$ cat config.mk
export PLATFORM = sky130hd
export DESIGN_NAME = sys_cont_top
export DESIGN_NICKNAME = d
export VERILOG_FILES = /design/src/sysctl_pkg.sv /design/src/int_pending.sv /design/src/int_sequencer.sv /design/src/ret_sequencer.sv /design/src/flow_merge.sv /design/src/sys_cont_top.sv
export SDC_FILE = /design/constraint.sdc
export NUM_CORES = 1
export LEC_CHECK = 0
export BUFFER_PORTS_ARGS = -buffer_cell sky130_fd_sc_hd__buf_2
export CAP_MARGIN = 20
export CORE_ASPECT_RATIO = 0.5
export CORE_MARGIN = 8
export CORE_UTILIZATION = 50
export CTS_CLUSTER_SIZE = 12
export DETAILED_ROUTE_END_ITERATION = 10
export GPL_TIMING_DRIVEN = 0
export PLACE_DENSITY_LB_ADDON = 0.2
export SLEW_MARGIN = 20
export SYNTH_ARGS = -nofsm -noshare
export SYNTH_HDL_FRONTEND = slang
export SYNTH_HIERARCHICAL = 1
export SYNTH_SLANG_ARGS = --single-unit
$ cat constraint.sdc
create_clock -name or_int_vec -period 12.6 [get_ports or_int_vec]
set_input_delay 3.78 -clock or_int_vec [delete_from_list [all_inputs] [get_ports or_int_vec]]
set_output_delay 3.78 -clock or_int_vec [all_outputs]
set_load 0.02 [all_outputs]
$ cat src/sysctl_pkg.sv
`default_nettype none

package sysctl_pkg;

  ////////////////////////////////////////////////////////////////////////////
  // widths

  localparam int addr_w    = 32;
  localparam int sel_w     = 16;
  localparam int int_n     = 16;
  localparam int int_idx_w = 4;

  // flushable pipeline stages, fetch first
  localparam int pipe_flush_n = 7;

  localparam int fl_fetch     = 0;
  localparam int fl_decode_0  = 1;
  localparam int fl_decode_1  = 2;
  localparam int fl_register  = 3;
  localparam int fl_address   = 4;
  localparam int fl_execute   = 5;
  localparam int fl_writeback = 6;

  ////////////////////////////////////////////////////////////////////////////
  // handler address per interrupt line

  localparam logic [addr_w-1:0] idt_table [int_n] = '{
    32'h0000_4000, 32'h0000_8000, 32'h0000_c000, 32'h0000_f000,
    32'h0000_f000, 32'h0000_f000, 32'h0000_f000, 32'h0000_f000,
    32'h0000_4000, 32'h0000_8000, 32'h0000_c000, 32'h0000_f000,
    32'h0000_f000, 32'h0000_f000, 32'h0000_f000, 32'h0000_f000
  };

  ////////////////////////////////////////////////////////////////////////////
  // sequencer states

  typedef enum logic [1:0] {
    int_idle,
    int_req,
    int_data,
    int_decode
  } int_state_t;

  typedef enum logic [1:0] {
    ret_idle,
    ret_pop_eflags,
    ret_pop_cs,
    ret_pop_eip
  } ret_state_t;

endpackage

`default_nettype wire

$ cat src/int_pending.sv
`timescale 1ns/1ps
`default_nettype none

module int_pending
  import sysctl_pkg::*;
(
  input  logic                 or_int_vec,
  input  logic                 rst,
  input  logic [int_n-1:0]     int_vec,
  input  logic                 int_clear,
  input  logic [int_idx_w-1:0] clear_idx,
  output logic                 pending_int,
  output logic [int_idx_w-1:0] serv_idx
);

  logic [int_n-1:0] req_q;
  logic [int_n-1:0] req_d;
  logic [int_n-1:0] clr_mask;

  ////////////////////////////////////////////////////////////////////////////
  // sticky request vector

  // one-hot mask of the line being retired
  always_comb begin
    clr_mask = '0;
    if (int_clear) begin
      clr_mask[clear_idx] = 1'b1;
    end
  end

  // new requests merge in, the retired line drops out
  // even if it is raised again in the same cycle
  always_comb begin
    req_d = (req_q | int_vec) & ~clr_mask;
  end

  always_ff @(posedge or_int_vec) begin
    if (rst) begin
      req_q <= '0;
    end else begin
      req_q <= req_d;
    end
  end

  ////////////////////////////////////////////////////////////////////////////
  // summary and priority pick

  assign pending_int = |req_q;

  // lowest index wins, scan from the top so the last hit is the lowest
  always_comb begin
    serv_idx = '0;
    for (int i = int_n - 1; i >= 0; i--) begin
      if (req_q[i]) begin
        serv_idx = int_idx_w'(i);
      end
    end
  end

endmodule

`default_nettype wire

$ cat src/int_sequencer.sv
`timescale 1ns/1ps
`default_nettype none

module int_sequencer
  import sysctl_pkg::*;
(
  input  logic                    or_int_vec,
  input  logic                    rst,
  input  logic                    pending_int,
  input  logic [int_idx_w-1:0]    serv_idx,
  input  logic                    hold_int,
  input  logic                    ret_busy,
  output logic                    mem_valid,
  input  logic                    mem_ready,
  output logic [addr_w-1:0]       mem_address,
  input  logic                    mem_dp_valid,
  output logic                    mem_dp_ready,
  input  logic [addr_w-1:0]       mem_dp_read_data,
  output logic                    int_fetch_load,
  output logic [addr_w-1:0]       int_fetch_address,
  output logic [pipe_flush_n-1:0] int_flush,
  output logic                    decode_start_int,
  input  logic                    decode_end_int,
  output logic                    int_clear,
  output logic [int_idx_w-1:0]    clear_idx
);

  int_state_t           state;
  int_state_t           state_nxt;
  logic [int_idx_w-1:0] cur_idx;
  logic                 start;

  // a return in flight owns fetch, so entry waits for it
  assign start = pending_int & ~hold_int & ~ret_busy;

  ////////////////////////////////////////////////////////////////////////////
  // state register

  always_ff @(posedge or_int_vec) begin
    if (rst) begin
      state <= int_idle;
    end else begin
      state <= state_nxt;
    end
  end

  // index is frozen for the whole entry sequence
  always_ff @(posedge or_int_vec) begin
    if (state == int_idle && start) begin
      cur_idx <= serv_idx;
    end
  end

  always_comb begin
    state_nxt = state;
    case (state)
      int_idle:   if (start) state_nxt = int_req;
      int_req:    if (mem_ready) state_nxt = int_data;
      int_data:   if (mem_dp_valid) state_nxt = int_decode;
      int_decode: if (decode_end_int) state_nxt = int_idle;
      default:    state_nxt = int_idle;
    endcase
  end

  ////////////////////////////////////////////////////////////////////////////
  // vector table read

  assign mem_valid    = (state == int_req);
  assign mem_address  = (state == int_req) ? idt_table[cur_idx] : '0;
  assign mem_dp_ready = (state == int_data);

  ////////////////////////////////////////////////////////////////////////////
  // redirect, flush and retire on the data beat

  assign int_fetch_load    = (state == int_data) & mem_dp_valid;
  assign int_fetch_address = mem_dp_read_data;
  assign int_flush         = {pipe_flush_n{int_fetch_load}};
  assign int_clear         = int_fetch_load;
  assign clear_idx         = cur_idx;

  // decode runs the entry microcode until it reports done
  assign decode_start_int = (state == int_decode);

endmodule

`default_nettype wire

$ cat src/ret_sequencer.sv
`timescale 1ns/1ps
`default_nettype none

module ret_sequencer
  import sysctl_pkg::*;
(
  input  logic              or_int_vec,
  input  logic              rst,
  input  logic              iretd,
  input  logic              ret_far,
  input  logic              ret_near,
  input  logic [sel_w-1:0]  cs_register,
  input  logic              iretd_pop_valid,
  input  logic [addr_w-1:0] iretd_pop_data,
  output logic              ret_busy,
  output logic              ret_load_eflags,
  output logic              ret_load_cs,
  output logic              ret_load_eip,
  output logic              ret_fetch_load,
  output logic [addr_w-1:0] ret_fetch_address
);

  ret_state_t       state;
  ret_state_t       state_nxt;
  logic             near_q;
  logic [sel_w-1:0] temp_cs;
  logic [sel_w-1:0] used_cs;

  ////////////////////////////////////////////////////////////////////////////
  // state register

  always_ff @(posedge or_int_vec) begin
    if (rst) begin
      state  <= ret_idle;
      near_q <= 1'b0;
    end else begin
      state <= state_nxt;
      if (state == ret_idle) begin
        near_q <= ~iretd & ~ret_far & ret_near;
      end
    end
  end

  // iretd skips nothing, far skips eflags, near goes straight to eip
  always_comb begin
    state_nxt = state;
    case (state)
      ret_idle: begin
        if (iretd) begin
          state_nxt = ret_pop_eflags;
        end else if (ret_far) begin
          state_nxt = ret_pop_cs;
        end else if (ret_near) begin
          state_nxt = ret_pop_eip;
        end
      end
      ret_pop_eflags: if (iretd_pop_valid) state_nxt = ret_pop_cs;
      ret_pop_cs:     if (iretd_pop_valid) state_nxt = ret_pop_eip;
      ret_pop_eip:    if (iretd_pop_valid) state_nxt = ret_idle;
      default:        state_nxt = ret_idle;
    endcase
  end

  ////////////////////////////////////////////////////////////////////////////
  // pop strobes

  assign ret_busy        = (state != ret_idle);
  assign ret_load_eflags = (state == ret_pop_eflags) & iretd_pop_valid;
  assign ret_load_cs     = (state == ret_pop_cs) & iretd_pop_valid;
  assign ret_load_eip    = (state == ret_pop_eip) & iretd_pop_valid;
  assign ret_fetch_load  = ret_load_eip;

  // popped selector kept for the eip step
  always_ff @(posedge or_int_vec) begin
    if (ret_load_cs) begin
      temp_cs <= iretd_pop_data[sel_w-1:0];
    end
  end

  ////////////////////////////////////////////////////////////////////////////
  // return target

  assign used_cs = near_q ? cs_register : temp_cs;

  assign ret_fetch_address = iretd_pop_data + {{(addr_w - sel_w){1'b0}}, used_cs};

endmodule

`default_nettype wire

$ cat src/flow_merge.sv
`timescale 1ns/1ps
`default_nettype none

module flow_merge
  import sysctl_pkg::*;
(
  input  logic                    or_int_vec,
  input  logic                    rst,
  input  logic                    int_fetch_load,
  input  logic [addr_w-1:0]       int_fetch_address,
  input  logic [pipe_flush_n-1:0] int_flush,
  input  logic                    ret_busy,
  input  logic                    ret_load_eflags,
  input  logic                    ret_load_cs,
  input  logic                    ret_load_eip,
  input  logic                    ret_fetch_load,
  input  logic [addr_w-1:0]       ret_fetch_address,
  input  logic [addr_w-1:0]       iretd_pop_data,
  input  logic                    jump_load,
  input  logic [addr_w-1:0]       jump_load_address,
  input  logic                    jump_load_cs,
  input  logic [sel_w-1:0]        jump_cs,
  output logic                    flush_fetch,
  output logic                    flush_decode_0,
  output logic                    flush_decode_1,
  output logic                    flush_register,
  output logic                    flush_address,
  output logic                    flush_execute,
  output logic                    flush_writeback,
  output logic                    fetch_load,
  output logic [addr_w-1:0]       fetch_load_address,
  output logic                    reg_load_eflags,
  output logic [addr_w-1:0]       reg_eflags,
  output logic                    reg_load_cs,
  output logic [sel_w-1:0]        reg_cs,
  output logic                    reg_load_eip,
  output logic [addr_w-1:0]       reg_eip
);

  logic              jmp_q;
  logic [addr_w-1:0] jmp_addr_q;

  ////////////////////////////////////////////////////////////////////////////
  // jump stage

  always_ff @(posedge or_int_vec) begin
    if (rst) begin
      jmp_q <= 1'b0;
    end else begin
      jmp_q <= jump_load;
    end
  end

  always_ff @(posedge or_int_vec) begin
    jmp_addr_q <= jump_load_address;
  end

  ////////////////////////////////////////////////////////////////////////////
  // flushes, a jump leaves writeback alone

  assign flush_fetch     = int_flush[fl_fetch] | ret_busy | jmp_q;
  assign flush_decode_0  = int_flush[fl_decode_0] | jmp_q;
  assign flush_decode_1  = int_flush[fl_decode_1] | jmp_q;
  assign flush_register  = int_flush[fl_register] | jmp_q;
  assign flush_address   = int_flush[fl_address] | jmp_q;
  assign flush_execute   = int_flush[fl_execute] | jmp_q;
  assign flush_writeback = int_flush[fl_writeback];

  ////////////////////////////////////////////////////////////////////////////
  // fetch redirect, interrupt over return over jump

  assign fetch_load = int_fetch_load | ret_fetch_load | jmp_q;

  always_comb begin
    if (int_fetch_load) begin
      fetch_load_address = int_fetch_address;
    end else if (ret_fetch_load) begin
      fetch_load_address = ret_fetch_address;
    end else begin
      fetch_load_address = jmp_addr_q;
    end
  end

  ////////////////////////////////////////////////////////////////////////////
  // register loads

  // eflags and eip only ever come off the stack
  assign reg_load_eflags = ret_load_eflags;
  assign reg_eflags      = iretd_pop_data;
  assign reg_load_eip    = ret_load_eip;
  assign reg_eip         = iretd_pop_data;

  // jump cs is not registered, it goes out with its own cycle
  assign reg_load_cs = ret_load_cs | jump_load_cs;
  assign reg_cs      = ret_load_cs ? iretd_pop_data[sel_w-1:0] : jump_cs;

endmodule

`default_nettype wire

$ cat src/sys_cont_top.sv
`timescale 1ns/1ps
`default_nettype none

module sys_cont_top
  import sysctl_pkg::*;
(
  input  logic              or_int_vec,
  input  logic              rst,
  input  logic [int_n-1:0]  int_vec,
  input  logic [sel_w-1:0]  cs_register,
  output logic              mem_valid,
  input  logic              mem_ready,
  output logic [addr_w-1:0] mem_address,
  input  logic              mem_dp_valid,
  output logic              mem_dp_ready,
  input  logic [addr_w-1:0] mem_dp_read_data,
  output logic              flush_fetch,
  output logic              flush_decode_0,
  output logic              flush_decode_1,
  output logic              flush_register,
  output logic              flush_address,
  output logic              flush_execute,
  output logic              flush_writeback,
  output logic              fetch_load,
  output logic [addr_w-1:0] fetch_load_address,
  output logic              decode_start_int,
  input  logic              decode_end_int,
  output logic              reg_load_cs,
  output logic [sel_w-1:0]  reg_cs,
  input  logic              ret_near,
  input  logic              ret_far,
  input  logic              iretd,
  output logic              iretd_halt,
  input  logic              iretd_pop_valid,
  input  logic [addr_w-1:0] iretd_pop_data,
  output logic              reg_load_eflags,
  output logic [addr_w-1:0] reg_eflags,
  output logic              reg_load_eip,
  output logic [addr_w-1:0] reg_eip,
  output logic              pending_int,
  input  logic              hold_int,
  input  logic              jump_load,
  input  logic [addr_w-1:0] jump_load_address,
  input  logic              jump_load_cs,
  input  logic [sel_w-1:0]  jump_cs
);

  logic [int_idx_w-1:0]    serv_idx;
  logic                    int_clear;
  logic [int_idx_w-1:0]    clear_idx;
  logic                    int_fetch_load;
  logic [addr_w-1:0]       int_fetch_address;
  logic [pipe_flush_n-1:0] int_flush;
  logic                    ret_busy;
  logic                    ret_load_eflags;
  logic                    ret_load_cs;
  logic                    ret_load_eip;
  logic                    ret_fetch_load;
  logic [addr_w-1:0]       ret_fetch_address;

  assign iretd_halt = ret_busy;

  ////////////////////////////////////////////////////////////////////////////
  // interrupt side

  int_pending u_int_pending (
    .or_int_vec  (or_int_vec),
    .rst         (rst),
    .int_vec     (int_vec),
    .int_clear   (int_clear),
    .clear_idx   (clear_idx),
    .pending_int (pending_int),
    .serv_idx    (serv_idx)
  );

  int_sequencer u_int_sequencer (
    .or_int_vec        (or_int_vec),
    .rst               (rst),
    .pending_int       (pending_int),
    .serv_idx          (serv_idx),
    .hold_int          (hold_int),
    .ret_busy          (ret_busy),
    .mem_valid         (mem_valid),
    .mem_ready         (mem_ready),
    .mem_address       (mem_address),
    .mem_dp_valid      (mem_dp_valid),
    .mem_dp_ready      (mem_dp_ready),
    .mem_dp_read_data  (mem_dp_read_data),
    .int_fetch_load    (int_fetch_load),
    .int_fetch_address (int_fetch_address),
    .int_flush         (int_flush),
    .decode_start_int  (decode_start_int),
    .decode_end_int    (decode_end_int),
    .int_clear         (int_clear),
    .clear_idx         (clear_idx)
  );

  ////////////////////////////////////////////////////////////////////////////
  // return side

  ret_sequencer u_ret_sequencer (
    .or_int_vec        (or_int_vec),
    .rst               (rst),
    .iretd             (iretd),
    .ret_far           (ret_far),
    .ret_near          (ret_near),
    .cs_register       (cs_register),
    .iretd_pop_valid   (iretd_pop_valid),
    .iretd_pop_data    (iretd_pop_data),
    .ret_busy          (ret_busy),
    .ret_load_eflags   (ret_load_eflags),
    .ret_load_cs       (ret_load_cs),
    .ret_load_eip      (ret_load_eip),
    .ret_fetch_load    (ret_fetch_load),
    .ret_fetch_address (ret_fetch_address)
  );

  ////////////////////////////////////////////////////////////////////////////
  // jump path and output merge

  flow_merge u_flow_merge (
    .or_int_vec         (or_int_vec),
    .rst                (rst),
    .int_fetch_load     (int_fetch_load),
    .int_fetch_address  (int_fetch_address),
    .int_flush          (int_flush),
    .ret_busy           (ret_busy),
    .ret_load_eflags    (ret_load_eflags),
    .ret_load_cs        (ret_load_cs),
    .ret_load_eip       (ret_load_eip),
    .ret_fetch_load     (ret_fetch_load),
    .ret_fetch_address  (ret_fetch_address),
    .iretd_pop_data     (iretd_pop_data),
    .jump_load          (jump_load),
    .jump_load_address  (jump_load_address),
    .jump_load_cs       (jump_load_cs),
    .jump_cs            (jump_cs),
    .flush_fetch        (flush_fetch),
    .flush_decode_0     (flush_decode_0),
    .flush_decode_1     (flush_decode_1),
    .flush_register     (flush_register),
    .flush_address      (flush_address),
    .flush_execute      (flush_execute),
    .flush_writeback    (flush_writeback),
    .fetch_load         (fetch_load),
    .fetch_load_address (fetch_load_address),
    .reg_load_eflags    (reg_load_eflags),
    .reg_eflags         (reg_eflags),
    .reg_load_cs        (reg_load_cs),
    .reg_cs             (reg_cs),
    .reg_load_eip       (reg_load_eip),
    .reg_eip            (reg_eip)
  );

endmodule

`default_nettype wire

# --- After elaboration in Yosys (flattened, before gate mapping) ---
# Memories as Yosys holds them, arrays and structs flattened.
# Index checks and enable logic that the tools add are counted.
totals:
  rom_bits: 512
  word_cells: 100
  memories: 1
  reg_bits: 74
op_classes:
  n_reduce_logical: 11
  add_sub_neg: 1
  n_eq_ne: 14
  bitwise_logic: 22
  muxes: 37
  n_lt_le_gt_ge: 3
mem_list:
  columns: ["memory", "words", "word_bits", "rd", "rd_clocked_by_memory_dff", "write_ports", "line", "source"]
  rows:
  - ["(name not given)", 16, 32, 1, 0, 0, "int_sequencer.sv:69", "assign mem_address = (state == int_req) ? idt_table[cur_idx] : '0;"]
ops:
  columns: ["op", "count"]
  rows:
  - ["$mux 32", 5]
  - ["$mux 16", 3]
  - ["$add 32x16->32", 1]
  - ["$mux 4", 8]
  - ["$mux 2", 12]
  - ["$and 16x16->16", 1]
  - ["$not 16->16", 1]
  - ["$or 16x16->16", 1]
  - ["$pmux 2 s4", 2]
  - ["$reduce_or 16->1", 1]
  - ["$mux 3", 4]
  - ["$and 1x1->1", 8]
  - ["$eq 2x2->1 const B", 4]
  - ["$ne 2x2->1 const B", 4]
  - ["$reduce_and 4->1", 2]
  - ["$reduce_or 8->1", 1]
  - ["$ne 2x1->1 const B", 3]
  - ["$or 1x1->1", 6]
  - ["$ge 5x5->1 const B", 1]
  - ["$lt 4x5->1 const B", 1]
  - ["$not 4->5", 1]
  - ["$demux 1 s4", 1]
  - ["$eq 2x1->1 const B", 2]
  - ["$ge 4x1->1 const B", 1]
  - ["8 further kinds", 14]

# --- Longest topological paths before layout ---
logic_depth:
  ltp_word: 15
  depth_mapped: 12
  depth_no_buf: 11

# --- Hierarchy ---
# The synthesis kept the hierarchy.
by_module_without_submodules:
  columns: ["mod", "seq_area_each_um2", "instances", "cells_each", "area_each_um2"]
  rows:
  - ["flow_merge", 660.6, 1, 234, 2170.8]
  - ["ret_sequencer", 540.5, 1, 226, 2054.5]
  - ["int_sequencer", 160.2, 1, 102, 903.4]
  - ["int_pending", 320.3, 1, 92, 745.7]

# --- Least setup slack after synthesis ---
# No wires, ideal clock.
synth_timing:
  path_kind: "input port to output port"
  start: "in cs_register[0]"
  end: "out fetch_load_address[30]"
  slack_ps: 2565
  arrival_ps: 6255
  stages: 11
  n_path_buf: 0
  cell_sequence: "mux2_2 > ha_1 > fa_1 > a211oi_1 > o21bai_1 > a21oi_1 > o21ba_2 > o22ai_1 > xor2_1 > mux2i_1 > o21ai_0"
synth_via:
  elab_chain_cells: 4
synth_rtl:
  columns: ["element", "line", "source"]
  rows:
  - ["from (decl)", "sys_cont_top.sv:10", "input logic [sel_w-1:0] cs_register,"]
  - ["$mux 16", "ret_sequencer.sv:83", "assign used_cs = near_q ? cs_register : temp_cs;"]
  - ["$add 32x16->32", "ret_sequencer.sv:85", "assign ret_fetch_address = iretd_pop_data + {{(addr_w - sel_w){1'b0}}, used_cs};"]
  - ["net ret_fetch_address[30]", "sys_cont_top.sv:59", "logic [addr_w-1:0] ret_fetch_address;"]
  - ["$mux 32", "flow_merge.sv:77", "end else if (ret_fetch_load) begin"]
  - ["$mux 32", "flow_merge.sv:75", "if (int_fetch_load) begin"]
  - ["to (decl)", "sys_cont_top.sv:25", "output logic [addr_w-1:0] fetch_load_address,"]
# The timed path passes the listed nets, and every way through them passes these cells.

# --- Worst setup path in the final report ---
layout_timing:
  start: "in cs_register[0]"
  end: "out fetch_load_address[28]"
# The elaborated chain is that of the path after synthesis.

==> impl.org <==
** Floorplanning
- From bottom edge to top edge, the die measures 92.65 µm.
- Number of top-level pins :: 316
- The die covers 15680 µm².
- Number of rows in the core area :: 28
- Core ar. :: 11630 µm²
- Initial standard-cell utilization of the core :: 50.51%
- The die is 169.3 µm wide.

** Clock tree
- H-tree depth :: 3
- TritonCTS built the clock tree.
- No sink is reached through more buffers than the 2 on the longest clock path.
- After clock tree synthesis, the clock-pin slew on the worst setup and hold paths is 0.06 ns.
- Quantity of gates resized following cts :: 0
- Clock Latency Late Sink :: 0.33 ns
- CTS Sinks :: 74
- After clock tree synthesis, the flow added hold-fix buffers numbering 0.
- Post CTS Setup Buffer Count :: 0
- Inserted Clock Buffers :: 9
- Cell at the root of the clock tree :: clkbuf_16

** Timing
- Static timing analysis puts the maximum clock frequency at 95.50 MHz.
- Worst hold-check slack :: 0.5006 ns
- Aggregate negative setup slack :: 0 ns
- On the final layout, the worst clock skew is 0.007928 ns.
- Unrepaired setup endpoints after global routing :: no
- Setup violations remaining at the end of the flow were counted as 0.
- Final Max Tran Viols :: 0
- Worst-Margin Slew :: 0.8190 ns
- Dividing the final minimum period by the clock period gives 83.11%.
- Subtracting the final worst setup slack from the clock period gives 10.47 ns.
- In this run the tightest slew margin relative to its limit is 45.40%.
- The final number of hold-violating endpoints was 0.

** Logic synthesis
- Leading cell types by total area after synthesis :: dfxtp_1 (18%), buf_4 (18%), edfxtp_1 (10%), mux2i_1 (5.8%), ha_1 (5.5%)
- The Yosys step of the flow raised 6 warnings.
- Post-synthesis cell type with the largest combined area :: dfxtp_1
- Mean instance size in the synthesized netlist :: 8.982 µm²
- Yosys cell types :: 62
- Proportion of synthesized flip-flops having asynchronous set or reset :: 0%
- After synthesis, flip-flops and latches occupy 28.63% of the total area.
- Gate count after technology mapping :: 654
- After synthesis the netlist holds a flip-flop and latch count of 74.
- In this run the biggest area consumer among cell types represents 18.40% of the synthesized area.
- Number of enable flip-flop cells after synthesis :: 20
- For this run, the leading register cell type out of synthesis is dfxtp_1.
- After synthesis the cells add up to 5874 µm².

** Cells and area
- Summing all multi-input logic gate instances after layout gives 3063 µm².
- Across the whole layout, storage elements account for 1682 µm².
- In the final design database the tool counted 1130 nets.
- Area growth syn-to-layout :: 32.35%
- In the final layout, the share of cells above drive strength 1 is 49.58%.
- Fill cells :: 1031
- Ant diodes :: 0

** Worst setup path
- The critical path contains buffers and inverters numbering 2 combined.
- Largest stage delay on the critical path :: 0.44 ns
- Among the stages of the critical path, the cell type that occurs most often is buf_2.
- The worst setup path is launched from an input pin.
- STA classifies the critical path endpoint as an output pin.
- Maximum fanout along the worst path :: 6
- The slowest stage of the critical path is the o31ai_1 cell.
- For the worst setup path, the data required time is 8.82 ns.
- Data arrival time of the critical path :: 6.69 ns
- Cell family with most CP delay :: compound AO/OA/AOI/OAI gates
- By startpoint and endpoint, the worst setup path is classified as input pin to output pin.
- Critical Path, Cell by Cell :: buf_2, mux2_2, ha_1, fa_1, a211oi_1, nor2_1, o31ai_1, a31oi_2, nand4_1, xnor2_1, mux2i_1, o21ai_1, buf_2

** Drt
- In the routed design, unresolved DRC markers number 0.
- Number of nets with antenna violations after routing :: 0
- Via count of the routed design :: 5324
- WL per Instance :: 15.64 µm
- Before antenna repair, the detailed router went through 4 iterations.
- Final wirelength :: 17470 µm
- For this block, the initial DRC count from the detailed router was 166.
- Number of vias per cell after detailed routing :: 4.766

** Power
- Combinational logic burns 48.2% of the power.
- Switching power of the nets :: 419.7 µW
- P per Cell Area :: 139.1 nW/µm²
- For this design the static power due to leakage is 0.003809 µW.
- Clock network power share :: 24.4%
- Fraction of power spent switching nets :: 38.82%
- IR analysis of the VDD net gives a maximum drop of 0.1059 mV.
- Of the total power, registers draw 27.4%.
- The internal power of the cells totals 661.4 µW.

** Global route
- For this run, the total global-route usage over all layers was measured as 20.95%.
- The first global-routing pass estimated 26480 µm of wire.
- For this run the aggregate overflow at the end of global routing stands at 0.
- Entering global routing, the biggest net connects 18 pins.
- Antenna violations before repair :: 1
- The number of global-route vias before repair is 5348.

** Placement
- Buffers placed on the I/O ports in this run total 255.
- The congestion estimate from routability-driven global placement came to 0.9337.
- Half-perimeter wire length after detailed placement :: 14920 µm

** Min path
- The min-delay analysis places its worst path in the category register to register.

** Flow run
- Max_cap viols :: 0

** Run status
- Status :: finished, final reports clean
==> through the flow <==
stage / utilization, % / cell area, µm² / setup WS (ns) / power (µW) / instances
3_5_place_dp: 64.12 / 7458 / 2.138 / 821.3 / 1101
5_1_grt: 66.85 / 7775 / 1.938 / 1145 / 1117
6_report: 66.85 / 7775 / 2.129 / 1081 / 1117
4_1_cts: 66.85 / 7775 / 2.132 / 1090 / 1117
3_3_place_gp: 64.12 / 7458 / 2.236 / 812.6 / 1101
2_1_floorplan: - / 5976 / 2.565 / 673.8 / 681
==> cells by family after synthesis <==
family                   after synthesis  synth area share [%]
other                                  1               0.06384
flip-flops                            74                 28.63
AO/OA/AOI/OAI                        116                 12.97
AND/OR/NAND/NOR                      175                 14.82
buffers and inverters                167                 20.96
multiplexers                          66                 12.50
XOR/XNOR                              28                 4.175
adder cells (fa/ha/maj)               27                 5.879
==> synth_stat cells, types with 2 or more instances <==
library cell,instances
a211oi_1,16
a21o_1,5
a21oi_1,23
a311oi_1,4
a31oi_1,3
and2_1,6
and3_1,9
buf_12,4
buf_2,8
buf_4,137
buf_6,2
clkbuf_1,3
dfxtp_1,54
edfxtp_1,20
ha_1,26
inv_1,12
mux2_2,23
mux2_4,9
mux2i_1,34
nand2_1,55
nand2b_1,4
nand3_1,13
nand3b_1,2
nand4_1,5
nor2_1,42
nor2b_1,10
nor3_1,9
nor3b_1,2
nor4_2,2
o21ai_0,10
o21ai_1,34
o21bai_1,4
o22ai_1,2
o31ai_1,2
or2_2,5
or3_1,3
xnor2_1,17
xor2_1,11
==> registers in the layout, summed over array words and instances, names as in the netlist <==
name / cells
u_flow_merge/jmp_addr_q: 32
u_int_pending/req_q: 16
u_ret_sequencer/temp_cs: 16
u_int_sequencer/clear_idx: 4
u_int_sequencer/state: 2
u_ret_sequencer/state: 2
u_flow_merge/jmp_q: 1
u_ret_sequencer/near_q: 1
==> path summary, 6_finish.rpt <==
check                                              from                                    end  slack [ns]  cells after the start
setup / recovery                         cs_register[0]                 fetch_load_address[28]        2.13                     13
hold / removal    u_ret_sequencer/state[0]$_SDFFE_PP0P_  u_ret_sequencer/state[0]$_SDFFE_PP0P_        0.50                      2
setup reg to reg     u_int_pending/req_q[10]$_SDFF_PP0_  u_int_sequencer/state[1]$_SDFFE_PP0P_       10.59                      6
hold reg to reg   u_ret_sequencer/state[0]$_SDFFE_PP0P_  u_ret_sequencer/state[0]$_SDFFE_PP0P_        0.50                      2
==> placed cells by master, fill, tap and decap left out, types with 6 or more instances in the layout <==
cell	netlist	routed
nor2b_1	10	10
nand3_1	13	13
xnor2_1	17	17
clkbuf_16	0	11
and2_1	6	6
a21oi_1	23	23
o21ai_0	10	10
edfxtp_1	20	20
a211oi_1	16	16
mux2i_1	34	34
nor2_1	42	42
nor3_1	9	9
nand2_1	55	55
dfxtp_1	54	54
buf_2	8	263
xor2_1	11	11
buf_4	137	137
o21ai_1	34	34
ha_1	26	26
conb_1	1	28
inv_1	12	12
mux2_2	23	23
and3_1	9	9
mux2_4	9	9
==> power groups by stage <==
stage	Clock [µW]	Combinational, µW	Sequential, µW
final	264	521	296
after global routing	279	566	299
after CTS	271	523	296
after detailed placement	0	520	301
after global placement	0	513	299
after floorplan	0	379	294
==> tightest hold or removal path, cell delays in order, from the launching register on <==
cell	delay [ns]
dfxtp_1	0.33
nand2_1	0.07
a21oi_1	0.05
==> routing by layer <==
layer	wire length, µm	up-vias	part of all wire, %	global-route usage, %
met5	10	-	0.057	0
met4	195	2	1.1	5.048
met3	1172	17	6.7	5.645
met2	9155	180	52	40.10
met1	6936	2424	40	22.76
li1	-	2701	-	-
==> final cells by class <==
cell class,instances,area share (%)
repair buffers,255,16.41
clock inverters,4,0.3540
inverters,12,0.5793
well taps,165,2.655
clock buffers,12,3.717
plain buffers,155,15.26
flip-flops and latches,74,21.63
multi-input cells,440,39.39
Power figures use the tool's default switching activity.
